[src/logic/rename_pkg.sv]
package rename_pkg;

    localparam int PHYS_REG_BITS = 6;
    localparam int NUM_ARCH_REGS = 32;
    localparam int NUM_PHYS_REGS = 64;

    // base opcodes of rv32im
    localparam logic [6:0] op_reg   = 7'b0110011;
    localparam logic [6:0] op_imm   = 7'b0010011;
    localparam logic [6:0] op_load  = 7'b0000011;
    localparam logic [6:0] op_store = 7'b0100011;
    localparam logic [6:0] op_br    = 7'b1100011;
    localparam logic [6:0] op_jal   = 7'b1101111;
    localparam logic [6:0] op_jalr  = 7'b1100111;
    localparam logic [6:0] op_lui   = 7'b0110111;
    localparam logic [6:0] op_auipc = 7'b0010111;

    // one instruction word, seen as register format or store format
    typedef union packed {
        struct packed {
            logic [6:0] funct7;
            logic [4:0] rs2;
            logic [4:0] rs1;
            logic [2:0] funct3;
            logic [4:0] rd;
            logic [6:0] opcode;
        } r_view;
        struct packed {
            logic [6:0] imm_hi;
            logic [4:0] rs2;
            logic [4:0] rs1;
            logic [2:0] funct3;
            logic [4:0] imm_lo;
            logic [6:0] opcode;
        } s_view;
    } inst_word_u;

    typedef struct packed {
        inst_word_u  inst;
        logic [31:0] pc;
    } fetch_pkt_t;

    // reservation station kind
    typedef enum logic [2:0] {
        cls_alu    = 3'd0,
        cls_mul    = 3'd1,
        cls_div    = 3'd2,
        cls_branch = 3'd3,
        cls_mem    = 3'd4
    } rs_class_e;

    typedef struct packed {
        inst_word_u               inst;
        logic [31:0]              pc;
        logic [63:0]              order;
        rs_class_e                rs_class;
        logic [31:0]              imm;
        logic [4:0]               rd_arch;
        logic [PHYS_REG_BITS-1:0] pd;
        logic [PHYS_REG_BITS-1:0] old_pd;
        logic [PHYS_REG_BITS-1:0] ps1;
        logic [PHYS_REG_BITS-1:0] ps2;
        logic                     writes_rd;
    } dispatch_pkt_t;

endpackage

[src/logic/inst_queue.sv]
`timescale 1ns/100ps

module inst_queue #(
    parameter int QUEUE_DEPTH = 4
) (
    input  logic                   clk,
    input  logic                   rst,
    input  logic                   fetch_req,
    output logic                   fetch_ack,
    input  rename_pkg::fetch_pkt_t fetch_pkt,
    input  logic                   pop,
    output rename_pkg::fetch_pkt_t head,
    output logic                   not_empty
);
    import rename_pkg::*;

    localparam int PTR_BITS = (QUEUE_DEPTH > 1) ? $clog2(QUEUE_DEPTH) : 1;
    localparam int CNT_BITS = $clog2(QUEUE_DEPTH + 1);

    fetch_pkt_t          ring [QUEUE_DEPTH];
    fetch_pkt_t          in_pkt;
    logic                in_valid;
    logic [PTR_BITS-1:0] wr_ptr;
    logic [PTR_BITS-1:0] rd_ptr;
    logic [CNT_BITS-1:0] count;
    logic                full;
    logic                accept;

    function automatic logic [PTR_BITS-1:0] ptr_next(input logic [PTR_BITS-1:0] p);
        return (p == PTR_BITS'(QUEUE_DEPTH - 1)) ? '0 : p + 1'b1;
    endfunction

    assign full      = (count == CNT_BITS'(QUEUE_DEPTH));
    assign not_empty = (count != '0);
    assign head      = ring[rd_ptr];

    // only a fresh req phase with ack still low is taken
    assign accept = fetch_req && !fetch_ack && !full;

    always_ff @(posedge clk) begin
        if (rst) begin
            fetch_ack <= 1'b0;
            in_valid  <= 1'b0;
        end else begin
            if (accept)
                fetch_ack <= 1'b1;
            else if (fetch_ack && !fetch_req)
                fetch_ack <= 1'b0;
            in_valid <= accept;
        end
    end

    // holding stage, pushed into the ring one cycle later
    always_ff @(posedge clk) begin
        if (accept)
            in_pkt <= fetch_pkt;
        if (in_valid)
            ring[wr_ptr] <= in_pkt;
    end

    always_ff @(posedge clk) begin
        if (rst) begin
            wr_ptr <= '0;
            rd_ptr <= '0;
            count  <= '0;
        end else begin
            if (in_valid)
                wr_ptr <= ptr_next(wr_ptr);
            if (pop)
                rd_ptr <= ptr_next(rd_ptr);
            case ({in_valid, pop})
                2'b10:   count <= count + 1'b1;
                2'b01:   count <= count - 1'b1;
                default: count <= count;
            endcase
        end
    end

endmodule

[src/logic/free_list.sv]
`timescale 1ns/100ps

module free_list (
    input  logic                               clk,
    input  logic                               rst,
    input  logic                               alloc,
    input  logic                               release_en,
    input  logic [rename_pkg::PHYS_REG_BITS-1:0] release_preg,
    output logic [rename_pkg::PHYS_REG_BITS-1:0] head_preg,
    output logic                               has_free
);
    import rename_pkg::*;

    // registers beyond the architectural ones start out free
    localparam int FREE_DEPTH = NUM_PHYS_REGS - NUM_ARCH_REGS;
    localparam int PTR_BITS   = $clog2(FREE_DEPTH);

    logic [PHYS_REG_BITS-1:0] ring [FREE_DEPTH];
    logic [PTR_BITS-1:0]      rd_ptr;
    logic [PTR_BITS-1:0]      wr_ptr;
    logic [PTR_BITS:0]        count;

    assign head_preg = ring[rd_ptr];
    assign has_free  = (count != '0);

    always_ff @(posedge clk) begin
        if (rst) begin
            for (int i = 0; i < FREE_DEPTH; i++)
                ring[i] <= PHYS_REG_BITS'(NUM_ARCH_REGS + i);
            rd_ptr <= '0;
            wr_ptr <= '0;
            count  <= (PTR_BITS + 1)'(FREE_DEPTH);
        end else begin
            // pointers wrap on their own, depth is a power of two
            if (alloc)
                rd_ptr <= rd_ptr + 1'b1;
            if (release_en) begin
                ring[wr_ptr] <= release_preg;
                wr_ptr       <= wr_ptr + 1'b1;
            end
            case ({alloc, release_en})
                2'b10:   count <= count - 1'b1;
                2'b01:   count <= count + 1'b1;
                default: count <= count;
            endcase
        end
    end

endmodule

[src/logic/rename_table.sv]
`timescale 1ns/100ps

module rename_table (
    input  logic                                 clk,
    input  logic                                 rst,
    input  logic [4:0]                           rs1,
    input  logic [4:0]                           rs2,
    input  logic [4:0]                           rd,
    output logic [rename_pkg::PHYS_REG_BITS-1:0] ps1,
    output logic [rename_pkg::PHYS_REG_BITS-1:0] ps2,
    output logic [rename_pkg::PHYS_REG_BITS-1:0] old_pd,
    input  logic                                 map_we,
    input  logic [4:0]                           map_rd,
    input  logic [rename_pkg::PHYS_REG_BITS-1:0] map_pd
);
    import rename_pkg::*;

    logic [PHYS_REG_BITS-1:0] map [NUM_ARCH_REGS];

    assign ps1    = map[rs1];
    assign ps2    = map[rs2];
    assign old_pd = map[rd];

    always_ff @(posedge clk) begin
        if (rst) begin
            // identity mapping, x0 stays on p0
            for (int i = 0; i < NUM_ARCH_REGS; i++)
                map[i] <= PHYS_REG_BITS'(i);
        end else if (map_we && map_rd != 5'd0) begin
            map[map_rd] <= map_pd;
        end
    end

endmodule

[src/logic/rename_dispatch.sv]
`timescale 1ns/100ps

module rename_dispatch (
    input  logic                                 clk,
    input  logic                                 rst,
    input  rename_pkg::fetch_pkt_t               head,
    input  logic                                 not_empty,
    output logic                                 pop,
    input  logic [rename_pkg::PHYS_REG_BITS-1:0] head_preg,
    input  logic                                 has_free,
    output logic                                 alloc,
    output logic [4:0]                           rs1,
    output logic [4:0]                           rs2,
    output logic [4:0]                           rd,
    input  logic [rename_pkg::PHYS_REG_BITS-1:0] ps1,
    input  logic [rename_pkg::PHYS_REG_BITS-1:0] ps2,
    input  logic [rename_pkg::PHYS_REG_BITS-1:0] old_pd,
    output logic                                 map_we,
    output logic [4:0]                           map_rd,
    output logic [rename_pkg::PHYS_REG_BITS-1:0] map_pd,
    input  logic                                 idle,
    output logic                                 load,
    output rename_pkg::dispatch_pkt_t            pkt
);
    import rename_pkg::*;

    inst_word_u  inst;
    logic [6:0]  opcode;
    rs_class_e   rs_class;
    logic [31:0] imm;
    logic        writes_rd;
    logic        fire;
    logic [63:0] order;

    assign inst   = head.inst;
    assign opcode = inst.r_view.opcode;
    assign rs1    = inst.r_view.rs1;
    assign rs2    = inst.r_view.rs2;
    assign rd     = inst.r_view.rd;

    assign writes_rd = (inst.r_view.rd != 5'd0) && (opcode != op_store) && (opcode != op_br);

    // station kind, m extension splits on funct3 bit 2
    always_comb begin
        rs_class = cls_alu;
        case (opcode)
            op_reg: begin
                if (inst.r_view.funct7 == 7'b0000001)
                    rs_class = inst.r_view.funct3[2] ? cls_div : cls_mul;
            end
            op_br, op_jal, op_jalr: rs_class = cls_branch;
            op_load, op_store:      rs_class = cls_mem;
            default:                rs_class = cls_alu;
        endcase
    end

    always_comb begin
        case (opcode)
            op_imm, op_load, op_jalr:
                imm = {{20{inst.r_view.funct7[6]}}, inst.r_view.funct7, inst.r_view.rs2};
            op_store:
                imm = {{20{inst.s_view.imm_hi[6]}}, inst.s_view.imm_hi, inst.s_view.imm_lo};
            op_br:
                imm = {{20{inst.s_view.imm_hi[6]}}, inst.s_view.imm_lo[0],
                       inst.s_view.imm_hi[5:0], inst.s_view.imm_lo[4:1], 1'b0};
            op_lui, op_auipc:
                imm = {inst.r_view.funct7, inst.r_view.rs2, inst.r_view.rs1,
                       inst.r_view.funct3, 12'h000};
            op_jal:
                imm = {{12{inst.r_view.funct7[6]}}, inst.r_view.rs1, inst.r_view.funct3,
                       inst.r_view.rs2[0], inst.r_view.funct7[5:0], inst.r_view.rs2[4:1], 1'b0};
            default:
                imm = 32'd0;
        endcase
    end

    // a non-writing instruction never waits on the free list
    assign fire   = not_empty && idle && (has_free || !writes_rd);
    assign pop    = fire;
    assign load   = fire;
    assign alloc  = fire && writes_rd;
    assign map_we = alloc;
    assign map_rd = inst.r_view.rd;
    assign map_pd = head_preg;

    always_comb begin
        pkt.inst      = inst;
        pkt.pc        = head.pc;
        pkt.order     = order;
        pkt.rs_class  = rs_class;
        pkt.imm       = imm;
        pkt.rd_arch   = inst.r_view.rd;
        pkt.pd        = writes_rd ? head_preg : '0;
        pkt.old_pd    = writes_rd ? old_pd : '0;
        pkt.ps1       = ps1;
        pkt.ps2       = ps2;
        pkt.writes_rd = writes_rd;
    end

    always_ff @(posedge clk) begin
        if (rst)
            order <= 64'd0;
        else if (fire)
            order <= order + 64'd1;
    end

endmodule

[src/logic/dispatch_port.sv]
`timescale 1ns/100ps

module dispatch_port (
    input  logic                      clk,
    input  logic                      rst,
    input  logic                      load,
    input  rename_pkg::dispatch_pkt_t pkt,
    output logic                      idle,
    output logic                      disp_req,
    input  logic                      disp_ack,
    output rename_pkg::dispatch_pkt_t disp_pkt
);
    import rename_pkg::*;

    typedef enum logic [1:0] {
        st_idle,
        st_req,
        st_wait_low
    } port_state_e;

    port_state_e   state;
    dispatch_pkt_t pkt_q;

    assign idle     = (state == st_idle);
    assign disp_req = (state == st_req);
    assign disp_pkt = pkt_q;

    always_ff @(posedge clk) begin
        if (rst) begin
            state <= st_idle;
        end else begin
            case (state)
                st_idle:     if (load) state <= st_req;
                st_req:      if (disp_ack) state <= st_wait_low;
                // back end must release ack before the next packet
                st_wait_low: if (!disp_ack) state <= st_idle;
                default:     state <= st_idle;
            endcase
        end
    end

    always_ff @(posedge clk) begin
        if (load && state == st_idle)
            pkt_q <= pkt;
    end

endmodule

[src/logic/rename_top.sv]
`timescale 1ns/100ps

module rename_top #(
    parameter int QUEUE_DEPTH = 4
) (
    input  logic                                 clk,
    input  logic                                 rst,
    input  logic                                 fetch_req,
    output logic                                 fetch_ack,
    input  rename_pkg::fetch_pkt_t               fetch_pkt,
    output logic                                 disp_req,
    input  logic                                 disp_ack,
    output rename_pkg::dispatch_pkt_t            disp_pkt,
    input  logic                                 release_en,
    input  logic [rename_pkg::PHYS_REG_BITS-1:0] release_preg
);
    import rename_pkg::*;

    fetch_pkt_t               head;
    logic                     not_empty;
    logic                     pop;
    logic [PHYS_REG_BITS-1:0] head_preg;
    logic                     has_free;
    logic                     alloc;
    logic [4:0]               rs1;
    logic [4:0]               rs2;
    logic [4:0]               rd;
    logic [PHYS_REG_BITS-1:0] ps1;
    logic [PHYS_REG_BITS-1:0] ps2;
    logic [PHYS_REG_BITS-1:0] old_pd;
    logic                     map_we;
    logic [4:0]               map_rd;
    logic [PHYS_REG_BITS-1:0] map_pd;
    logic                     idle;
    logic                     load;
    dispatch_pkt_t            pkt;

    inst_queue #(
        .QUEUE_DEPTH(QUEUE_DEPTH)
    ) inst_queue_i (
        .clk, .rst, .fetch_req, .fetch_ack, .fetch_pkt, .pop, .head, .not_empty
    );

    free_list free_list_i (
        .clk, .rst, .alloc, .release_en, .release_preg, .head_preg, .has_free
    );

    rename_table rename_table_i (
        .clk, .rst, .rs1, .rs2, .rd, .ps1, .ps2, .old_pd, .map_we, .map_rd, .map_pd
    );

    rename_dispatch rename_dispatch_i (
        .clk, .rst, .head, .not_empty, .pop, .head_preg, .has_free, .alloc,
        .rs1, .rs2, .rd, .ps1, .ps2, .old_pd, .map_we, .map_rd, .map_pd,
        .idle, .load, .pkt
    );

    dispatch_port dispatch_port_i (
        .clk, .rst, .load, .pkt, .idle, .disp_req, .disp_ack, .disp_pkt
    );

endmodule

[config.mk]
export PLATFORM = sky130hd
export DESIGN_NAME = rename_top
export DESIGN_NICKNAME = d
export VERILOG_FILES = /design/src/logic/rename_pkg.sv /design/src/logic/inst_queue.sv /design/src/logic/free_list.sv /design/src/logic/rename_table.sv /design/src/logic/rename_dispatch.sv /design/src/logic/dispatch_port.sv /design/src/logic/rename_top.sv
export SDC_FILE = /design/constraint.sdc
export NUM_CORES = 1
export LEC_CHECK = 0
export BUFFER_PORTS_ARGS = -buffer_cell sky130_fd_sc_hd__buf_2
export CAP_MARGIN = 10
export CORE_MARGIN = 3
export CORE_UTILIZATION = 55
export DETAILED_ROUTE_END_ITERATION = 6
export GPL_TIMING_DRIVEN = 0
export PLACE_DENSITY = 0.76
export SETUP_SLACK_MARGIN = 0.1
export SYNTH_ARGS = -nofsm -noshare
export SYNTH_HDL_FRONTEND = slang
export SYNTH_SLANG_ARGS = --single-unit
[constraint.sdc]
create_clock -name clk -period 6.5 [get_ports clk]
set_input_delay 0.325 -clock clk [delete_from_list [all_inputs] [get_ports clk]]
set_output_delay 0.325 -clock clk [all_outputs]
set_load 0.005 [all_outputs]
==> flow_metrics.py, run 1 <==
metrics = {
    "job": {
        "maxCapViolations": 0,
    },
    "timing": {
        "timing.final.hold_violations": 0,
        "slew_headroom_pct": 8.63,
        "rsz0062_at_grt": "false",
        "setup_tns_ns": 0,
        "worst_pin_slew_ns": 1.37,
        "fin_crit_sh_pct": 82.2,
        "slew_viol_final": 0,
        "fmax_ghz": 0.187,
        "hold_ws_ns": 0.0240,
        "setup_viol": 0,
        "fin_skew_ns": 0.0513,
        "final.min_clock_period_ns": 5.34,
    },
    "worst_setup_path": {
        "crit_fanout": 10,
        "crit_type": "reg -> reg",
        "cp_data_required_time_ns": 7.10,
        "cp-end-kind": "flip-flop",
        "start_kind": "flip-flop",
        "path_cells": "buf_2 > buf_2 > mux4_2 > nor2b_1 > nand2_1 > o21ai_1 > inv_1 > nand2_1 > ha_1 > inv_1 > ha_1 > a21o_1 > a21oi_1 > o21bai_1 > a21oi_1 > mux2i_1 > mux2i_1",
        "crit_family": "compound AO/OA/AOI/OAI gates",
        "worstPathArrival_ns": 5.94,
        "critPathSlowestCell": "o21ai_1",
        "cp_num_buf_inv": 4,
        "slowest_delay_ns": 0.63,
    },
    "synthesis": {
        "syn_area_per_cell_um2": 13.4,
        "synth-seq-cells": 990,
        "syn_inst": 3218,
        "ys_types": 62,
        "async_flop_share_pct": 0,
        "ys_seq_area_share_pct": 66.6,
        "ys.flop_type": "edfxtp_1",
        "yosysTopAreaCell": "edfxtp_1",
        "synth_edf_count": 892,
        "synth_top_area_share_pct": 62.0,
        "synthTopCellsByArea": "edfxtp_1 62%, mux4_2 6.3%, dfxtp_1 4.5%",
        "netlist_area_um2": 43200,
        "yosysWarnings": 0,
    },
    "global_route": {
        "grt_overflow": 0,
        "grt_use_total_pct": 34.4,
        "grt_pass1_vias": 30000,
        "antenna_found_initial": 9,
        "grt_start_max_net_pins": 113,
        "grt_pass1_wl_um": 204000,
    },
    "cts": {
        "root_buffer": "clkbuf_16",
        "clk_latency_ns": 0.68,
        "clk_path_buf_depth": 3,
        "h-tree-depth": 3,
        "cts_sinks": 990,
        "cts_buffers": 98,
        "clkTransAtPathRegs_ns": 0.06,
        "cts_tree": "done",
        "cts_setup_buffers": 0,
    },
    "detailed_routing": {
        "wl_per_cell_um": 29.8,
        "postRouteAntennaNets": 0,
        "wirelength_um": 143000,
        "vias": 30800,
        "viasPerCell": 6.43,
        "first_iter_violations": 4431,
        "drcViolationCount": 0,
        "drt_pass1_iterations": 6,
    },
    "cells_and_area": {
        "fill_cells": 5799,
        "drive_gt1_share_pct": 16.9,
        "nets": 3763,
        "final_cell_mix": "892 x edfxtp_1, 422 x nand2_1, 295 x buf_2",
        "layout_commonest_cell": "edfxtp_1",
        "design_area_um2": 50200,
        "syn_to_final_growth_pct": 16.2,
        "fin_util_pct": 64.7,
    },
    "power": {
        "p_leak_nw": 16.5,
        "ir_worst_vdd_uv": 498,
        "power.density_nw_per_um2": 424,
        "power_mw": 21.3,
    },
    "placed_design": {
        "gp_congestion": 1.02,
        "port_buffers": 268,
        "dpl.hpwl_um": 98300,
        "placed_cell_area_um2": 46100,
    },
    "floorplanning": {
        "die_x_um": 286,
        "die_area_um2": 81900,
        "core_area_um2": 77600,
        "initial_core_util_pct": 55.7,
        "ios": 270,
        "rows": 102,
        "die_h_um": 286,
    },
    "outcome": {
        "run_status": "finished, final reports clean",
    },
    "worst_hold_path": {
        "hold_class": "in -> reg",
    },
}
## layout make-up
class	instances	area, um2	share of cell area (%)
antenna	4	10.0	0.0199
buffer	234	946	1.88
clock buffer	124	2610	5.20
clock inverter	57	842	1.68
inverter	35	139	0.277
multi-input combinational	1964	13400	26.7
sequential	990	28700	57.3
tap	1040	1300	2.59
timing repair buffer	346	2200	4.37
## worst min-delay path, cell delays in order
cell      delay (ns)
buf_2           0.07
inv_1           0.10
nand2b_1        0.10
## metal layers
layer / vias up / GRT usage (%) / share of wire, %
li1: 13000 / - / -
met1: 15300 / 45.5 / 37
met2: 2101 / 55.6 / 48
met3: 413 / 6.28 / 10
met4: 2 / 16.6 / 5.4
met5: - / 0 / 0.012
## path summary, 6_finish.rpt
check | end | cells after the start | slack [ns] | from
worst max-delay path | free_list_i.count[5] | 17 | 1.16 | flip-flop
worst min-delay path | free_list_i.ring[7][2] | 3 | 0.02 | release_preg[2]
worst max register to register | free_list_i.count[5] | 17 | 1.16 | flip-flop
worst min register to register | inst_queue_i.ring[0][48] | 0 | 0.48 | inst_queue_i.in_pkt[48]
## state kept, by name, summed over array words and instances (netlist names), named ones only
| name | flops |
|---|---|
| rename_dispatch_i.order | 64 |
| free_list_i.wr_ptr | 5 |
| free_list_i.count | 6 |
| dispatch_port_i.disp_pkt | 188 |
| inst_queue_i.ring | 256 |
| inst_queue_i.wr_ptr | 2 |
| free_list_i.rd_ptr | 5 |
| inst_queue_i.in_valid | 1 |
| inst_queue_i.fetch_ack | 1 |
| inst_queue_i.in_pkt | 64 |
| rename_table_i.map | 192 |
| inst_queue_i.rd_ptr | 2 |
| free_list_i.ring | 192 |
| inst_queue_i.count | 3 |
| dispatch_port_i.state | 2 |
## logic make-up after synthesis
logic type | Yosys count | share of synthesized area (%)
multiplexers | 226 | 8.75
other | 1 | 0.00868
XOR/XNOR | 58 | 1.18
flip-flops | 990 | 66.6
AND/OR/NAND/NOR | 1251 | 14.1
adder cells (fa/ha/maj) | 19 | 0.585
AO/OA/AOI/OAI | 404 | 6.33
buffers and inverters | 269 | 2.49
## metrics by stage
step	instances	worst slack, ns
floorplan	3223	0.182
global placement	4531	-2.84
detailed placement	4540	1.40
CTS	4790	1.24
global route	4794	0.898
finish	4794	1.16
## where the power goes
group	switching (mW)	internal, mW	total [mW]
Sequential	0.328	8.14	8.47
Combinational	4.74	2.00	6.74
Clock	2.49	3.58	6.07
Total	7.56	13.7	21.3
## Yosys cell counts, drive strengths merged, types with 3 or more instances
| library cell | count |
|---|---|
| and2 | 46 |
| a21oi | 49 |
| a211oi | 120 |
| nor2 | 247 |
| o22ai | 49 |
| a31oi | 102 |
| or3 | 83 |
| a311oi | 5 |
| and3 | 10 |
| ha | 17 |
| nor3b | 4 |
| inv | 34 |
| or4 | 10 |
| o21ai | 23 |
| xor2 | 20 |
| a22o | 4 |
| o21bai | 3 |
| mux2i | 102 |
| edfxtp | 892 |
| clkbuf | 183 |
| a32oi | 12 |
| nor2b | 133 |
| mux2 | 3 |
| a21o | 13 |
| mux4 | 121 |
| buf | 51 |
| dfxtp | 98 |
| nand3b | 4 |
| xnor2 | 38 |
| or2 | 41 |
| nor4b | 6 |
| nor3 | 63 |
| nor4 | 32 |
| a32o | 6 |
| o31ai | 9 |
| nand4 | 36 |
| nand2 | 422 |
| and4 | 11 |
| nand3 | 58 |
| nand2b | 39 |
## timing repair
| item | CTS | global route |
|---|---|---|
| hold buffers | 69 | 0 |
| endpoints found under the hold margin | 71 | 0 |
| resized for setup | 0 | 0 |
(Power assumes the default switching activity.)
==> run 2, diff against run 1 <==
clock period = 4.65 ns   (was 6.5 ns; I/O delays follow)
==> run 2 against run 1 <==
  * Cell count up 0.23%
  * Die area unchanged
  * Routed wire length up 3.0%
  * Cell area up 0.23%
  * Maximum frequency up 15%
  * Largest cell class unchanged
  * Flip-flop and latch count unchanged
  * Power up 40%
  * Critical path depth down 8
  * Via count up 0.84%
  * Setup slack worse by 1.1 ns
  * First-iteration DRC count down 6.5%
==> flow_metrics.py, run 2 (synthesis gave the netlist of run 1 again) <==
metrics = {
    "outcome": {
        "run_status": "finished, final reports clean",
    },
    "timing": {
        "final.min_clock_period_ns": 4.64,
        "hold_ws_ns": 0.153,
        "rsz0062_at_grt": "true",
        "fin_crit_sh_pct": 99.8,
        "slew_viol_final": 0,
        "setup_tns_ns": 0,
        "slew_headroom_pct": 17.9,
        "final.setup.worst_slack_ns": 0.00927,
        "fin_skew_ns": 0.0303,
        "worst_pin_slew_ns": 1.23,
        "fmax_ghz": 0.215,
        "timing.final.hold_violations": 0,
        "setup_viol": 0,
    },
    "detailed_routing": {
        "drt_pass1_iterations": 6,
        "wl_per_cell_um": 30.6,
        "first_iter_violations": 4141,
        "postRouteAntennaNets": 0,
        "wirelength_um": 147000,
        "vias": 31100,
        "viasPerCell": 6.47,
        "drcViolationCount": 0,
    },
    "placed_design": {
        "dpl.hpwl_um": 101000,
        "place_ws_ns": -0.202,
        "place_inst": 4542,
        "gp_congestion": 1.02,
        "placed_cell_area_um2": 46200,
        "port_buffers": 268,
    },
    "power": {
        "p_sw_share_pct": 36.4,
        "internal-power_mw": 18.9,
        "pwr-share-comb_pct": 32.7,
        "p_switching_mw": 10.8,
        "power.density_nw_per_um2": 591,
        "ir_worst_vdd_uv": 347,
        "p_seq_share_pct": 39.8,
        "p_leak_nw": 16.6,
        "power_mw": 29.7,
        "power.share.clock_pct": 27.5,
    },
    "cts": {
        "root_buffer": "clkbuf_16",
        "cts_sinks": 990,
        "cts_setup_buffers": 0,
        "cts_buffers": 99,
        "clk_latency_ns": 0.69,
        "clk_path_buf_depth": 3,
        "clkTransAtPathRegs_ns": 0.06,
        "h-tree-depth": 3,
        "cts_tree": "done",
    },
    "worst_setup_path": {
        "start_kind": "flip-flop",
        "crit_type": "reg -> reg",
        "cp_data_required_time_ns": 4.99,
        "worstPathArrival_ns": 4.98,
        "cp-end-kind": "flip-flop",
        "crit_fanout": 10,
    },
    "global_route": {
        "grt_use_total_pct": 35.4,
        "grt_pass1_wl_um": 209000,
        "grt_pass1_vias": 30000,
        "antenna_found_initial": 8,
        "grt_start_max_net_pins": 48,
        "grt_overflow": 0,
    },
    "cells_and_area": {
        "design_area_um2": 50300,
        "regMostFlops": "inst_queue_i.ring",
        "fin_cells": 4805,
        "nets": 3771,
        "largest_reg_flops": 256,
        "reg_top3": "inst_queue_i.ring (256), free_list_i.ring (192), rename_table_i.map (192)",
        "drive_gt1_share_pct": 18.0,
        "fin_util_pct": 64.9,
        "final_cell_mix": "892 x edfxtp_1, 420 x nand2_1, 292 x buf_2",
        "syn_to_final_growth_pct": 16.5,
        "fill_cells": 5669,
        "layout_commonest_cell": "edfxtp_1",
    },
    "job": {
        "maxCapViolations": 0,
    },
    "floorplanning": {
        "rows": 102,
        "die_x_um": 286,
        "die_h_um": 286,
        "ios": 270,
        "die_area_um2": 81900,
        "core_area_um2": 77600,
        "initial_core_util_pct": 55.7,
    },
    "worst_hold_path": {
        "hold_class": "in -> reg",
    },
}
run 2: cell count changes in the layout (fill, tap and decap cells not counted), sizes merged:
cell | previous run | this run
clkinv | 35 | 40
clkdlybuf4s15 | 0 | 2
inv | 36 | 39
dlygate4sd3 | 69 | 72
clkdlybuf4s18 | 1 | 0
clkbuf | 307 | 303
buf | 327 | 329
clkinvlp | 3 | 11
diode | 4 | 5
bufinv | 18 | 10
run 2: area by class of cell:
class / count / area, um2 / share of cell area (%)
multi-input cells: 1964 / 13500 / 26.8
repair inverters: 1 / 5.00 / 0.00995
well taps: 1040 / 1300 / 2.59
clock inverters: 64 / 722 / 1.43
clock buffers: 120 / 2600 / 5.16
repair buffers: 352 / 2300 / 4.58
flip-flops and latches: 990 / 28700 / 57.1
inverters: 35 / 143 / 0.283
plain buffers: 234 / 1020 / 2.02
diodes: 5 / 12.5 / 0.0249
run 2: power by group through the flow:
stage	Combinational (mW)	Sequential [mW]	Clock (mW)
floorplan	4.85	12.1	0
global placement	8.69	11.8	0
detailed placement	9.28	12.0	0
CTS	9.41	11.8	8.20
global route	10.0	11.9	8.55
finish	9.73	11.8	8.17
run 2: layer usage:
| layer | vias to the layer above | share of wire, % | wire length, um | GRT usage [%] |
|---|---|---|---|---|
| met1 | 15400 | 36 | 53600 | 46.3 |
| met3 | 454 | 10 | 14700 | 6.75 |
| met5 | - | 0.016 | 23 | 0 |
| met2 | 2152 | 48 | 70700 | 58.1 |
| li1 | 13100 | - | - | - |
| met4 | 4 | 5.4 | 7880 | 16.2 |
run 2: final timing paths:
path	start	slack [ns]	endpoint	cells after the start
max	flip-flop	0.009	rename_table_i.map[22][3]	9
min	release_en	0.15	free_list_i.wr_ptr[0]	4
max reg2reg	flip-flop	0.009	rename_table_i.map[22][3]	9
min reg2reg	rename_dispatch_i.order[23]	0.47	dispatch_port_i.disp_pkt[88]	0
run 2: repair_timing:
action	CTS	global route
hold buffers	72	0
cloned	0	1
gates resized for setup	15	27
endpoints found under the setup margin	143	130
pin swaps	0	1
hold endpoints to repair	76	0
run 2: worst max-delay path, cell delays in order, from the launching register on:
cell and delay [ns]:
dfxtp_1 0.43, buf_4 0.25, buf_4 0.27, mux4_2 0.35, nand2b_1 0.38, nor2_1 0.21, nor3_2 0.84, clkdlybuf4s15_1 0.98
nand2_1 0.27, nand2b_1 0.32
